<file path="config.mk">
export PLATFORM = sky130hd
export DESIGN_NAME = mps_system_top
export DESIGN_NICKNAME = d
export VERILOG_FILES = /design/src/mps_regs_pkg.sv /design/src/mps_types_pkg.sv /design/src/mps_system_top.sv /design/src/mps_off_sequencer.sv /design/src/mps_on_sequencer.sv /design/src/mps_system_fsm.sv /design/src/mps_intl_monitor.sv /design/src/mps_reg_bank.sv
export VERILOG_INCLUDE_DIRS = /design/src
export SDC_FILE = /design/constraint.sdc
export NUM_CORES = 1
export LEC_CHECK = 0
export ABC_AREA = 1
export ABC_CLOCK_PERIOD_IN_PS = 1600
export BUFFER_PORTS_ARGS = -buffer_cell sky130_fd_sc_hd__buf_2
export CAP_MARGIN = 20
export CORE_ASPECT_RATIO = 0.9
export CORE_MARGIN = 3
export CORE_UTILIZATION = 43
export DETAILED_ROUTE_END_ITERATION = 8
export HOLD_SLACK_MARGIN = 0.06
export PLACE_DENSITY = 0.77
export SYNTH_ARGS = -nofsm -noshare
export SYNTH_HDL_FRONTEND = slang
export SYNTH_SLANG_ARGS = --single-unit
</file>
<file path="constraint.sdc">
create_clock -name i_clk -period 1.6 [get_ports i_clk]
set_clock_uncertainty 0.05 [all_clocks]
set_input_delay 0.16 -clock i_clk [delete_from_list [all_inputs] [get_ports i_clk]]
set_output_delay 0.16 -clock i_clk [all_outputs]
set_load 0.01 [all_outputs]
</file>
<file path="src/mps_config.svh">
`ifndef MPS_CONFIG_SVH
`define MPS_CONFIG_SVH

// Host register port
`define MPS_ADDR_W		5
`define MPS_DATA_W		32

// DC link thresholds in ADC counts
`define MPS_DCV_READY	1000		// Precharge complete
`define MPS_DCV_SAFE	50			// Safe to open contactors

// Sequencer delays in clock cycles
`define MPS_ON_TIMEOUT	64			// Longest power-up step
`define MPS_FAN_DELAY	8
`define MPS_MC_DELAY	8

`endif
</file>
<file path="src/mps_regs_pkg.sv">
`default_nettype none

package mps_regs_pkg;

	// Host register map in word addresses
	typedef enum logic [4:0] {
		REG_CMD			= 5'd0,		// Write only with cmd_t in bits 2:0
		REG_EXT_DO		= 5'd1,		// External output latch
		REG_STATUS		= 5'd2,
		REG_SEQ			= 5'd3,
		REG_DIG_INTL	= 5'd4,
		REG_ANA_INTL	= 5'd5
	} reg_addr_t;

endpackage

`default_nettype wire

</file>
<file path="src/mps_types_pkg.sv">
`default_nettype none

package mps_types_pkg;

	typedef enum logic [2:0] {
		SYS_OFF		= 3'd0,
		SYS_READY	= 3'd1,
		SYS_ON_SEQ	= 3'd2,
		SYS_RUN		= 3'd3,
		SYS_OFF_SEQ	= 3'd4,
		SYS_INTL	= 3'd5
	} sys_state_t;

	typedef enum logic [2:0] {
		CMD_NONE		= 3'd0,
		CMD_READY		= 3'd1,
		CMD_OP_ON		= 3'd2,
		CMD_OP_OFF		= 3'd3,
		CMD_INTL_CLR	= 3'd4
	} cmd_t;

	typedef enum logic [3:0] {
		ON_IDLE			= 4'd0,
		ON_PRECHARGE	= 4'd1,
		ON_MAIN_MC		= 4'd2,
		ON_FAN			= 4'd3
	} on_step_t;

	typedef enum logic [3:0] {
		OFF_IDLE		= 4'd0,
		OFF_RAMP		= 4'd1,
		OFF_OPEN_MC		= 4'd2
	} off_step_t;

	typedef enum logic [3:0] {
		FAIL_NONE			= 4'd0,
		FAIL_PRECHARGE		= 4'd1,
		FAIL_MC_FEEDBACK	= 4'd2
	} fail_t;

endpackage

`default_nettype wire

</file>
<file path="src/mps_system_top.sv">
`timescale 1ns/1ps
`default_nettype none

`include "mps_config.svh"

module mps_system_top
(
	input  wire							i_clk,
	input  wire							i_rst,

	input  wire							i_wr,
	input  wire							i_rd,
	input  wire [`MPS_ADDR_W-1:0]		i_addr,
	input  wire [`MPS_DATA_W-1:0]		i_wdata,
	output wire [`MPS_DATA_W-1:0]		o_rdata,
	output wire							o_rvalid,

	input  wire [17:0]					i_analog_intl,
	input  wire							i_duty_intl,
	input  wire [15:0]					i_ext_di,
	input  wire [31:0]					i_dc_v,

	output wire							o_pwm_en,
	output wire							o_intl_flag,
	output wire [7:0]					o_ext_do
);

	mps_types_pkg::sys_state_t sys_state;
	mps_types_pkg::cmd_t cmd;
	mps_types_pkg::on_step_t on_step;
	mps_types_pkg::off_step_t off_step;
	mps_types_pkg::fail_t fail;

	wire cmd_valid;
	wire intl_clr;
	wire duty_latch;
	wire [4:0] ext_do_reg;
	wire on_start;
	wire off_start;
	wire seq_abort;
	wire on_done;
	wire on_fail;
	wire off_done;
	wire mc_hold;
	wire [2:0] mc_req;
	wire [2:0] mc;

	mps_reg_bank u_reg_bank
	(
		.i_clk			(i_clk),
		.i_rst			(i_rst),
		.i_wr			(i_wr),
		.i_rd			(i_rd),
		.i_addr			(i_addr),
		.i_wdata		(i_wdata),
		.o_rdata		(o_rdata),
		.o_rvalid		(o_rvalid),
		.i_sys_state	(sys_state),
		.i_pwm_en		(o_pwm_en),
		.i_on_step		(on_step),
		.i_off_step		(off_step),
		.i_fail			(fail),
		.i_ext_di		(i_ext_di),
		.i_analog_intl	(i_analog_intl),
		.i_duty_latch	(duty_latch),
		.o_cmd_valid	(cmd_valid),
		.o_cmd			(cmd),
		.o_intl_clr		(intl_clr),
		.o_ext_do_reg	(ext_do_reg)
	);

	mps_intl_monitor u_intl_monitor
	(
		.i_clk			(i_clk),
		.i_rst			(i_rst),
		.i_analog_intl	(i_analog_intl),
		.i_duty_intl	(i_duty_intl),
		.i_ext_di		(i_ext_di),
		.i_intl_clr		(intl_clr),
		.o_duty_latch	(duty_latch),
		.o_intl_flag	(o_intl_flag)
	);

	mps_system_fsm u_system_fsm
	(
		.i_clk			(i_clk),
		.i_rst			(i_rst),
		.i_cmd_valid	(cmd_valid),
		.i_cmd			(cmd),
		.i_intl_flag	(o_intl_flag),
		.i_on_done		(on_done),
		.i_on_fail		(on_fail),
		.i_mc_req		(mc_req),
		.i_off_done		(off_done),
		.i_mc_hold		(mc_hold),
		.o_sys_state	(sys_state),
		.o_on_start		(on_start),
		.o_off_start	(off_start),
		.o_seq_abort	(seq_abort),
		.o_pwm_en		(o_pwm_en),
		.o_mc			(mc)
	);

	mps_on_sequencer u_on_seq
	(
		.i_clk			(i_clk),
		.i_rst			(i_rst),
		.i_start		(on_start),
		.i_abort		(seq_abort),
		.i_dc_v			(i_dc_v),
		.i_ext_di		(i_ext_di),
		.o_step			(on_step),
		.o_mc_req		(mc_req),
		.o_done			(on_done),
		.o_fail_pulse	(on_fail),
		.o_fail			(fail)
	);

	mps_off_sequencer u_off_seq
	(
		.i_clk			(i_clk),
		.i_rst			(i_rst),
		.i_start		(off_start),
		.i_abort		(seq_abort),
		.i_dc_v			(i_dc_v),
		.o_step			(off_step),
		.o_mc_hold		(mc_hold),
		.o_done			(off_done)
	);

	assign o_ext_do = {ext_do_reg, mc};		// Host bits over the contactor drives

endmodule

`default_nettype wire

</file>
<file path="src/mps_off_sequencer.sv">
`timescale 1ns/1ps
`default_nettype none

`include "mps_config.svh"

module mps_off_sequencer
(
	input  wire							i_clk,
	input  wire							i_rst,

	input  wire							i_start,
	input  wire							i_abort,
	input  wire [31:0]					i_dc_v,

	output mps_types_pkg::off_step_t	o_step,
	output logic						o_mc_hold,
	output logic						o_done
);

	localparam int CNT_W = $clog2(`MPS_MC_DELAY) + 1;

	logic [CNT_W-1:0] cnt;

	always_ff @(posedge i_clk or negedge i_rst)
	begin
		if (!i_rst)
		begin
			o_step <= mps_types_pkg::OFF_IDLE;
			cnt <= '0;
			o_done <= 1'b0;
		end
		else
		begin
			o_done <= 1'b0;
			if (i_abort)
				o_step <= mps_types_pkg::OFF_IDLE;
			else
			begin
				case (o_step)
					mps_types_pkg::OFF_IDLE:
						if (i_start)
							o_step <= mps_types_pkg::OFF_RAMP;
					mps_types_pkg::OFF_RAMP:
						if (i_dc_v < `MPS_DCV_SAFE)			// Link discharged
						begin
							o_step <= mps_types_pkg::OFF_OPEN_MC;
							cnt <= '0;
						end
					mps_types_pkg::OFF_OPEN_MC:
						if (cnt == CNT_W'(`MPS_MC_DELAY - 1))
						begin
							o_step <= mps_types_pkg::OFF_IDLE;
							o_done <= 1'b1;
						end
						else
							cnt <= cnt + 1'b1;
					default:
						o_step <= mps_types_pkg::OFF_IDLE;
				endcase
			end
		end
	end

	assign o_mc_hold = (o_step == mps_types_pkg::OFF_RAMP);

endmodule

`default_nettype wire

</file>
<file path="src/mps_on_sequencer.sv">
`timescale 1ns/1ps
`default_nettype none

`include "mps_config.svh"

module mps_on_sequencer
(
	input  wire							i_clk,
	input  wire							i_rst,

	input  wire							i_start,
	input  wire							i_abort,
	input  wire [31:0]					i_dc_v,
	input  wire [15:0]					i_ext_di,

	output mps_types_pkg::on_step_t		o_step,
	output logic [2:0]					o_mc_req,
	output logic						o_done,
	output logic						o_fail_pulse,
	output mps_types_pkg::fail_t		o_fail
);

	localparam int CNT_W = $clog2(`MPS_ON_TIMEOUT) + 1;

	logic [CNT_W-1:0] cnt;
	logic timeout;
	logic fan_end;

	assign timeout = (cnt == CNT_W'(`MPS_ON_TIMEOUT - 1));
	assign fan_end = (cnt == CNT_W'(`MPS_FAN_DELAY - 1));

	always_ff @(posedge i_clk or negedge i_rst)
	begin
		if (!i_rst)
		begin
			o_step <= mps_types_pkg::ON_IDLE;
			cnt <= '0;
			o_done <= 1'b0;
			o_fail_pulse <= 1'b0;
			o_fail <= mps_types_pkg::FAIL_NONE;
		end
		else
		begin
			o_done <= 1'b0;
			o_fail_pulse <= 1'b0;
			if (i_abort)
			begin
				o_step <= mps_types_pkg::ON_IDLE;		// Failure code survives the abort
				cnt <= '0;
			end
			else
			begin
				case (o_step)
					mps_types_pkg::ON_IDLE:
						if (i_start)
						begin
							o_step <= mps_types_pkg::ON_PRECHARGE;
							cnt <= '0;
							o_fail <= mps_types_pkg::FAIL_NONE;
						end
					mps_types_pkg::ON_PRECHARGE:
						if (i_dc_v >= `MPS_DCV_READY)
						begin
							o_step <= mps_types_pkg::ON_MAIN_MC;
							cnt <= '0;
						end
						else if (timeout)
						begin
							o_step <= mps_types_pkg::ON_IDLE;
							o_fail <= mps_types_pkg::FAIL_PRECHARGE;
							o_fail_pulse <= 1'b1;
						end
						else
							cnt <= cnt + 1'b1;
					mps_types_pkg::ON_MAIN_MC:
						if (i_ext_di[1])					// Main contactor aux contact
						begin
							o_step <= mps_types_pkg::ON_FAN;
							cnt <= '0;
						end
						else if (timeout)
						begin
							o_step <= mps_types_pkg::ON_IDLE;
							o_fail <= mps_types_pkg::FAIL_MC_FEEDBACK;
							o_fail_pulse <= 1'b1;
						end
						else
							cnt <= cnt + 1'b1;
					mps_types_pkg::ON_FAN:
						if (fan_end)
						begin
							o_step <= mps_types_pkg::ON_IDLE;
							o_done <= 1'b1;
						end
						else
							cnt <= cnt + 1'b1;
					default:
						o_step <= mps_types_pkg::ON_IDLE;
				endcase
			end
		end
	end

	// Bit 1 precharge, bit 0 main, bit 2 fan
	always_comb
	begin
		case (o_step)
			mps_types_pkg::ON_PRECHARGE:	o_mc_req = 3'b010;
			mps_types_pkg::ON_MAIN_MC:		o_mc_req = 3'b011;
			mps_types_pkg::ON_FAN:			o_mc_req = 3'b111;
			default:						o_mc_req = 3'b000;
		endcase
	end

endmodule

`default_nettype wire

</file>
<file path="src/mps_system_fsm.sv">
`timescale 1ns/1ps
`default_nettype none

module mps_system_fsm
(
	input  wire							i_clk,
	input  wire							i_rst,

	input  wire							i_cmd_valid,
	input  mps_types_pkg::cmd_t			i_cmd,
	input  wire							i_intl_flag,

	input  wire							i_on_done,
	input  wire							i_on_fail,
	input  wire [2:0]					i_mc_req,
	input  wire							i_off_done,
	input  wire							i_mc_hold,

	output mps_types_pkg::sys_state_t	o_sys_state,
	output logic						o_on_start,
	output logic						o_off_start,
	output logic						o_seq_abort,
	output logic						o_pwm_en,
	output logic [2:0]					o_mc
);

	mps_types_pkg::sys_state_t state;
	mps_types_pkg::sys_state_t state_nx;
	logic cmd_ready;
	logic cmd_on;
	logic cmd_off;
	logic cmd_clr;

	assign cmd_ready = i_cmd_valid && (i_cmd == mps_types_pkg::CMD_READY);
	assign cmd_on = i_cmd_valid && (i_cmd == mps_types_pkg::CMD_OP_ON);
	assign cmd_off = i_cmd_valid && (i_cmd == mps_types_pkg::CMD_OP_OFF);
	assign cmd_clr = i_cmd_valid && (i_cmd == mps_types_pkg::CMD_INTL_CLR);

	always_ff @(posedge i_clk or negedge i_rst)
	begin
		if (!i_rst)
			state <= mps_types_pkg::SYS_OFF;
		else
			state <= state_nx;
	end

	always_comb
	begin
		state_nx = state;
		case (state)
			mps_types_pkg::SYS_OFF:
				if (cmd_ready)
					state_nx = mps_types_pkg::SYS_READY;
			mps_types_pkg::SYS_READY:
				if (i_intl_flag)
					state_nx = mps_types_pkg::SYS_INTL;
				else if (cmd_on)
					state_nx = mps_types_pkg::SYS_ON_SEQ;
			mps_types_pkg::SYS_ON_SEQ:
				if (i_intl_flag || i_on_fail)
					state_nx = mps_types_pkg::SYS_INTL;
				else if (i_on_done)
					state_nx = mps_types_pkg::SYS_RUN;
			mps_types_pkg::SYS_RUN:
				if (i_intl_flag)
					state_nx = mps_types_pkg::SYS_INTL;
				else if (cmd_off)
					state_nx = mps_types_pkg::SYS_OFF_SEQ;
			mps_types_pkg::SYS_OFF_SEQ:
				if (i_intl_flag)
					state_nx = mps_types_pkg::SYS_INTL;
				else if (i_off_done)
					state_nx = mps_types_pkg::SYS_OFF;
			mps_types_pkg::SYS_INTL:
				if (cmd_clr)
					state_nx = mps_types_pkg::SYS_OFF;
			default:
				state_nx = mps_types_pkg::SYS_OFF;
		endcase
	end

	// Starts fire on the edge that enters the sequence state
	assign o_on_start = (state == mps_types_pkg::SYS_READY) && !i_intl_flag && cmd_on;
	assign o_off_start = (state == mps_types_pkg::SYS_RUN) && !i_intl_flag && cmd_off;
	assign o_seq_abort = (state == mps_types_pkg::SYS_INTL);

	assign o_sys_state = state;
	assign o_pwm_en = (state == mps_types_pkg::SYS_RUN);

	always_comb
	begin
		case (state)
			mps_types_pkg::SYS_ON_SEQ:	o_mc = i_mc_req;
			mps_types_pkg::SYS_RUN:		o_mc = 3'b111;
			mps_types_pkg::SYS_OFF_SEQ:	o_mc = i_mc_hold ? 3'b111 : 3'b000;
			default:					o_mc = 3'b000;		// Open in OFF, READY and INTL
		endcase
	end

endmodule

`default_nettype wire

</file>
<file path="src/mps_intl_monitor.sv">
`timescale 1ns/1ps
`default_nettype none

module mps_intl_monitor
(
	input  wire			i_clk,
	input  wire			i_rst,

	input  wire [17:0]	i_analog_intl,
	input  wire			i_duty_intl,
	input  wire [15:0]	i_ext_di,
	input  wire			i_intl_clr,

	output logic		o_duty_latch,
	output logic		o_intl_flag
);

	logic intl_any;

	// Emergency stop on input 0, door and cooling switches on 4..6
	assign intl_any = (|i_analog_intl) || o_duty_latch || i_ext_di[0] || (|i_ext_di[6:4]);

	always_ff @(posedge i_clk or negedge i_rst)
	begin
		if (!i_rst)
		begin
			o_duty_latch <= 1'b0;
			o_intl_flag <= 1'b0;
		end
		else
		begin
			if (i_intl_clr)
				o_duty_latch <= 1'b0;		// Clear wins over a new trip
			else if (i_duty_intl)
				o_duty_latch <= 1'b1;
			o_intl_flag <= intl_any;
		end
	end

endmodule

`default_nettype wire

</file>
<file path="src/mps_reg_bank.sv">
`timescale 1ns/1ps
`default_nettype none

`include "mps_config.svh"

module mps_reg_bank
(
	input  wire							i_clk,
	input  wire							i_rst,

	input  wire							i_wr,
	input  wire							i_rd,
	input  wire [`MPS_ADDR_W-1:0]		i_addr,
	input  wire [`MPS_DATA_W-1:0]		i_wdata,
	output logic [`MPS_DATA_W-1:0]		o_rdata,
	output logic						o_rvalid,

	input  mps_types_pkg::sys_state_t	i_sys_state,
	input  wire							i_pwm_en,
	input  mps_types_pkg::on_step_t		i_on_step,
	input  mps_types_pkg::off_step_t	i_off_step,
	input  mps_types_pkg::fail_t		i_fail,
	input  wire [15:0]					i_ext_di,
	input  wire [17:0]					i_analog_intl,
	input  wire							i_duty_latch,

	output logic						o_cmd_valid,
	output mps_types_pkg::cmd_t			o_cmd,
	output logic						o_intl_clr,
	output logic [4:0]					o_ext_do_reg
);

	mps_regs_pkg::reg_addr_t addr;
	logic [`MPS_DATA_W-1:0] rd_word;
	logic wr_cmd;

	assign addr = mps_regs_pkg::reg_addr_t'(i_addr);
	assign wr_cmd = i_wr && (addr == mps_regs_pkg::REG_CMD);

	// Strobes and the output latch
	always_ff @(posedge i_clk or negedge i_rst)
	begin
		if (!i_rst)
		begin
			o_cmd_valid <= 1'b0;
			o_intl_clr <= 1'b0;
			o_rvalid <= 1'b0;
			o_ext_do_reg <= '0;
		end
		else
		begin
			o_cmd_valid <= wr_cmd;
			o_intl_clr <= wr_cmd && (i_wdata[2:0] == mps_types_pkg::CMD_INTL_CLR);
			o_rvalid <= i_rd;
			if (i_wr && (addr == mps_regs_pkg::REG_EXT_DO))
				o_ext_do_reg <= i_wdata[4:0];
		end
	end

	always_ff @(posedge i_clk)
	begin
		if (wr_cmd)
			o_cmd <= mps_types_pkg::cmd_t'(i_wdata[2:0]);
		if (i_rd)
			o_rdata <= rd_word;
	end

	always_comb
	begin
		rd_word = '0;						// Unmapped and write-only read as zero
		case (addr)
			mps_regs_pkg::REG_EXT_DO:	rd_word[4:0] = o_ext_do_reg;
			mps_regs_pkg::REG_STATUS:
			begin
				rd_word[2:0] = i_sys_state;
				rd_word[8] = i_pwm_en;
			end
			mps_regs_pkg::REG_SEQ:
			begin
				rd_word[3:0] = i_on_step;
				rd_word[7:4] = i_off_step;
				rd_word[11:8] = i_fail;
			end
			mps_regs_pkg::REG_DIG_INTL:	rd_word[15:0] = i_ext_di;
			mps_regs_pkg::REG_ANA_INTL:
			begin
				rd_word[17:0] = i_analog_intl;
				rd_word[18] = i_duty_latch;
			end
			default:					rd_word = '0;
		endcase
	end

endmodule

`default_nettype wire

</file>
==> reports/metrics.csv, run 1 <==
metric,value,unit
ys_seq_area_share,44.6,%
grt_pass1_wl,16600,um
diodes,0,
synth_top_family_by_area,simple AND/OR/NAND/NOR gates,
dpl.hpwl,7480,um
ys_ff_latch,57,
drv_slew,0,
dieArea,0.00913,mm^2
root_buffer,clkbuf_8,
hold_ws,0.0734,ns
insertion_delay,0.34,ns
nFillCells,600,
worstSetupStartpoint,u_system_fsm.o_sys_state[2],
leakagePower,2.51,nW
crit_type,flop to output port,
syn_avg_cell_area,7.60,um^2
avgViaCountPerCell,5.09,
ys_warn_count,0,
clkSlewWorstSetupHoldPaths,0.07,ns
die_w,100,um
drt-initial-drc-count,272,
pwr_density_cell,839,mW/mm^2
crit_fanout,5,
mostFrequentLayoutCells,"nand2_1 (110), buf_2 (109), nor2_1 (49)",
end_kind,output port,
crit_arrival,1.48,ns
wl_per_cell,14.5,um
ioPinCount,151,
status,finished with violations,
core_area,0.00766,mm^2
place_congestion,0.907,
failed_checks,negative setup slack,
period_needed,1.69,ns
clk_path_buf_depth,2,
largest_register_ffs,19,
grt_pass1_vias,3595,
postLayoutSetupSlackWorst,-0.0913,ns
nNetsFinal,742,
place_area,0.00424,mm^2
yosys.area_share.adder,0.726,%
layout_commonest_cell,nand2_1,
stdcell_count,733,
hold_class,primary input to flop,
start_util,45.0,%
dp_cells,683,
dr.pass1.iters,5,
drcViolationCount,0,
die_h,91.0,um
cap_violations,0,
r2r_setup_slack,-0.03,ns
port_buffers,109,
area_growth,42.8,%
hold_violations,0,
htree_levels,3,
antenna_found_initial,0,
grt_overflow,0,
synth-simple-area-share,34.5,%
yosysTopAreaCellShare,25.4,%
drt.antenna.violating_nets,0,
rows,30,
cts_made_buffers,9,
cts_tree,built,
rsz0062_at_grt,yes,
final_core_util,64.3,%
worst_ep_required_time,1.39,ns
vias,3732,
grt_max_degree,36,
post-route-period-util,106,%
ir_worst_vdd,0.548,mV
yosys-top-cells-area,"dfrtp_1 (25%), edfxtp_1 (19%), nand2_1 (13%)",
synth.distinct_cells,40,
synth.area.mux_share,1.31,%
regToRegEndpoint,u_on_seq.cnt[1],
synth_xor_area_share,0.762,%
drive_gt1_share,35.8,%
power,4.13,mW
track_usage,22.5,%
reg2reg_from,u_on_seq.cnt[0],
crit_path_start_kind,flop,
fin_area,0.00492,mm^2
fmax,591,MHz
synth_area,0.00345,mm^2
synth_compound_area_share,8.09,%
rr_worst_depth,10,
setup.worst_path.end,o_ext_do[0],
syn-instance-count,454,
netlist.top_cell.by_area,dfrtp_1,
finalSetupViolCount,9,
cts_sinks,57,
wirelength,10700,um
logic make-up after synthesis:
| kind of cell | count (synthesis) |
|---|---|
| buffers and inverters | 76 |
| AOI/OAI and AO/OA | 48 |
| DFF | 57 |
| muxes | 4 |
| other | 1 |
| adders and majority gates | 2 |
| and+or+nand+nor | 263 |
| xor gates and xnor gates | 3 |
area by class of cell:
class	instances	area, um^2	share of cell area [%]
tap	96	120	2.44
inverter	60	228	4.63
multi-input combinational	335	1790	36.3
sequential	57	1540	31.3
timing repair buffer	169	1060	21.5
clock buffer	10	128	2.59
clock inverter	6	58.8	1.19
cells in the mapped netlist (all sizes together):
| master | n |
|---|---|
| or2 | 4 |
| o211ai | 3 |
| o22ai | 1 |
| a22oi | 1 |
| conb | 1 |
| inv | 59 |
| xor2 | 3 |
| o21ai | 27 |
| o32ai | 1 |
| clkinv | 1 |
| nor2 | 61 |
| o21bai | 1 |
| nand4 | 13 |
| o31ai | 1 |
| nand3 | 50 |
| mux2 | 4 |
| a21oi | 10 |
| buf | 16 |
| edfxtp | 22 |
| ha | 2 |
| dfrtp | 35 |
| nor4 | 4 |
| nand2 | 122 |
| nor3 | 9 |
| o2111ai | 2 |
| a211o | 1 |
report_power, final:
group / internal, mW / leakage [nW] / switching [mW]
logic: 0.452 / 1.75 / 0.644
clock network: 0.708 / 0.0897 / 0.605
registers: 1.62 / 0.671 / 0.0965
total: 2.78 / 2.51 / 1.35
worst min-delay path by stage:
| stage | endpoint | startpoint | depth (start not counted) | slack, ns |
|---|---|---|---|---|
| detailed placement | u_off_seq.cnt[1] | i_rst | 2 | 0.19 |
| floorplan | u_intl_monitor.o_duty_latch | i_rst | 0 | -0.19 |
| global placement | u_off_seq.cnt[2] | i_rst | 2 | 0.18 |
| CTS | u_reg_bank.o_rdata[10] | i_ext_di[10] | 3 | 0.06 |
| global route | u_reg_bank.o_rdata[15] | i_analog_intl[15] | 3 | 0.07 |
| finish | u_reg_bank.o_rdata[10] | i_ext_di[10] | 3 | 0.07 |
repair_timing:
item	4_1_cts	5_1_grt
gates resized for setup	25	32
hold endpoints to repair	52	0
cloned	0	0
setup buffers	10	3
hold buffers	21	0
setup endpoints to repair	8	23
pin swaps	7	6
through the flow:
| step | setup TNS [ns] | setup slack [ns] |
|---|---|---|
| 2_1_floorplan | 0 | 0.0102 |
| 3_3_place_gp | 0 | 0.0361 |
| 3_5_place_dp | -0.0718 | -0.0362 |
| 4_1_cts | -0.249 | -0.0783 |
| 5_1_grt | -1.59 | -0.160 |
| 6_report | -0.363 | -0.0913 |
critical path, cell delays in order, from the launching register on:
cell     delay [ns]
dfrtp_2        0.45
nor2_2         0.17
nand2_2        0.11
o31ai_2        0.23
buf_2          0.18
routing by layer:
metal  share of wire [%]  up-vias  global-route usage (%)  wire length, um
met2                  51      172                    38.8             5410
met3                 7.8       21                    5.22              833
li1                    -     1822                       -                -
met1                  40     1717                    27.8             4260
met4                 1.5        0                    6.85              160
met5                   0        -                       0                0
No activity file was read; power rests on OpenSTA's default activity.
==> run 2: changes to the inputs <==
--- a/config.mk
+++ b/config.mk
@@ -6,16 +6,16 @@
 export SDC_FILE = /design/constraint.sdc
 export NUM_CORES = 1
 export LEC_CHECK = 0
-export ABC_AREA = 1
 export ABC_CLOCK_PERIOD_IN_PS = 1600
 export BUFFER_PORTS_ARGS = -buffer_cell sky130_fd_sc_hd__buf_2
 export CAP_MARGIN = 20
 export CORE_ASPECT_RATIO = 0.9
 export CORE_MARGIN = 3
-export CORE_UTILIZATION = 43
+export CORE_UTILIZATION = 42
 export DETAILED_ROUTE_END_ITERATION = 8
 export HOLD_SLACK_MARGIN = 0.06
-export PLACE_DENSITY = 0.77
+export PLACE_DENSITY = 0.76
 export SYNTH_ARGS = -nofsm -noshare
 export SYNTH_HDL_FRONTEND = slang
 export SYNTH_SLANG_ARGS = --single-unit
+export TNS_END_PERCENT = 5
==> run 2 against run 1 <==
  * The run still ends with negative setup slack left
  * Utilization up 0.46 points
  * Sequential share of layout area increased by 1.4 points
  * Die area decreased by 4.1%
  * Global-route usage fell by 1.1 points
  * Total power shrank 0.29%
  * Via count shrank 14%
  * Clock power increased by 8%
  * Synthesized cell count fell by 32%
  * Critical path type is now flop to flop
==> reports/metrics.csv, run 2 <==
metric,value,unit
status,finished with violations,
failed_checks,negative setup slack,
drt-initial-drc-count,210,
port_buffers,109,
holdPathStages,3,
finalSetupViolCount,23,
clkSlewWorstSetupHoldPaths,0.07,ns
switching_power,1.18,mW
fin_area,0.00470,mm^2
insertion_delay,0.33,ns
syn_avg_cell_area,10.4,um^2
wirelength,9690,um
ys_ff_latch,57,
multi_input_area,0.00173,mm^2
largest_register_ffs,19,
ys_top_cells_by_count,"dfrtp_1 (35), nor2_1 (33), nand2_1 (23)",
root_buffer,clkbuf_8,
track_usage,21.4,%
final_core_util,64.8,%
clk_path_buf_depth,2,
vias,3206,
nNetsFinal,592,
grt_pass1_wl,14700,um
dpl.hpwl,7190,um
diodes,0,
cap_violations,0,
mostFrequentLayoutCells,"buf_2 (108), buf_4 (48), dfrtp_1 (34)",
post-place-ws,-0.395,ns
rr_worst_depth,6,
nFillCells,566,
switching_share,28.6,%
yosysMostFrequentCell,dfrtp_1,
layout_commonest_cell,buf_2,
synth_ff_type,dfrtp_1,
hold_violations,0,
area_growth,46.0,%
grtUsageMet2,36.5,%
ys_warn_count,0,
avgViaCountPerCell,5.53,
synth.distinct_cells,72,
wl_per_cell,16.7,um
cts_sinks,57,
ir_worst_vdd,0.480,mV
drv_slew,0,
crit_fanout,3,
drive_gt1_share,47.4,%
yosysTopAreaCellShare,27.2,%
cts_tree,built,
synth-edff-count,22,
yosys-top-cells-area,"dfrtp_1 (27%), edfxtp_1 (21%), nor2_1 (3.8%)",
synth_area,0.00322,mm^2
clkPwrFrac,34.6,%
async_flop_share,61.4,%
p_int,2.94,mW
period_needed,1.97,ns
grt_util_met1,25.9,%
cts_made_buffers,9,
p_seq_share,40.8,%
power,4.12,mW
pwr_density_cell,876,mW/mm^2
p_comb_share,24.7,%
place_area,0.00420,mm^2
drt.antenna.violating_nets,0,
postLayoutSetupSlackWorst,-0.369,ns
rows,29,
worst_ep_required_time,1.82,ns
leakagePower,2.12,nW
post-route-period-util,123,%
met3_usage,4.99,%
drcViolationCount,0,
dieArea,0.00875,mm^2
crit_path_start_kind,flop,
dr.pass1.iters,5,
grt_pass1_vias,3118,
htree_levels,3,
syn-instance-count,310,
grt-busiest-layer,met2,
die_w,98.3,um
grt_max_degree,21,
fmax,508,MHz
place_congestion,0.894,
tns,-4.22,ns
ys_seq_area_share,47.7,%
end_kind,flop,
seqCellArea,0.00154,mm^2
crit_arrival,2.19,ns
ioPinCount,151,
crit_type,flop to flop,
core_area,0.00726,mm^2
die_h,89.1,um
hold_class,primary input to flop,
rsz0062_at_grt,yes,
netlist.top_cell.by_area,dfrtp_1,
antenna_found_initial,1,
grt_overflow,0,
start_util,44.4,%
[run 2: changes by cell type after synthesis, sizes merged, moves of 8 or more]
| cell | change |
|---|---|
| o21ai | -8 |
| mux2i | +11 |
| inv | -58 |
| nand3 | -43 |
| nor4 | +9 |
| nand4 | -9 |
| clkbuf | +9 |
| nor2 | -27 |
| nand2 | -99 |
[run 2: worst paths after layout]
path / from / slack (ns) / end
max: u_on_seq.cnt[5] / -0.37 / u_on_seq.cnt[6]
min: i_ext_di[13] / 0.09 / u_reg_bank.o_rdata[13]
max reg2reg: u_on_seq.cnt[5] / -0.37 / u_on_seq.cnt[6]
min reg2reg: u_reg_bank.o_intl_clr / 0.35 / u_intl_monitor.o_duty_latch
max in group asynchronous: i_rst / 0.69 / u_on_seq.o_step[1]
min in group asynchronous: i_rst / 0.27 / u_on_seq.cnt[1]
[run 2: area by class of cell]
cell class	count	share of cell area (%)
Tap cell	93	2.48
Clock inverter	6	1.76
Timing Repair Buffer	173	23.4
Sequential cell	57	32.7
Clock buffer	10	2.72
Multi-Input combinational cell	240	36.8
Inverter	1	0.0799
[run 2: logic make-up after synthesis]
group / after synthesis / synth area share [%]
other: 1 / 0.116
adder cells (fa/ha/maj): 2 / 0.777
XOR/XNOR: 4 / 1.09
multiplexers: 17 / 5.52
flip-flops: 57 / 47.7
AND/OR/NAND/NOR: 135 / 24.1
buffers and inverters: 27 / 5.40
AO/OA/AOI/OAI: 67 / 15.3
[run 2: metrics by stage]
stage	hold slack, ns	instances
CTS	0.0788	578
finish	0.0891	580
detailed placement	0.0976	554
global placement	0.0855	554
floorplan	-0.186	324
global route	0.0918	580
[run 2: metal layers]
| layer | up-vias | routed length (um) |
|---|---|---|
| li1 | 1501 | - |
| met1 | 1516 | 3910 |
| met2 | 162 | 4690 |
| met3 | 25 | 796 |
| met4 | 2 | 276 |
| met5 | - | 19 |
[run 2: power by group through the flow]
stage / clock network [mW] / logic [mW] / registers (mW)
2_1_floorplan: 0 / 0.465 / 1.71
3_3_place_gp: 0 / 0.854 / 1.69
3_5_place_dp: 0 / 0.884 / 1.70
4_1_cts: 1.45 / 0.958 / 1.67
5_1_grt: 1.52 / 1.10 / 1.68
6_report: 1.42 / 1.02 / 1.68
[run 2: worst max-delay path, stage by stage (launching register included)]
cell and delay [ns]:
dfrtp_1 0.38, or4b_4 0.57, nor3_4 0.15, and3b_2 0.26, or2_1 0.26, o21ai_1 0.09, a32o_1 0.13
[run 2: what timing repair did]
action	in CTS	in global routing
endpoints found under the setup margin	24	26
setup buffers	1	2
gates resized for setup	29	20
endpoints found under the hold margin	28	0
hold buffers	7	0
pin swaps	10	10
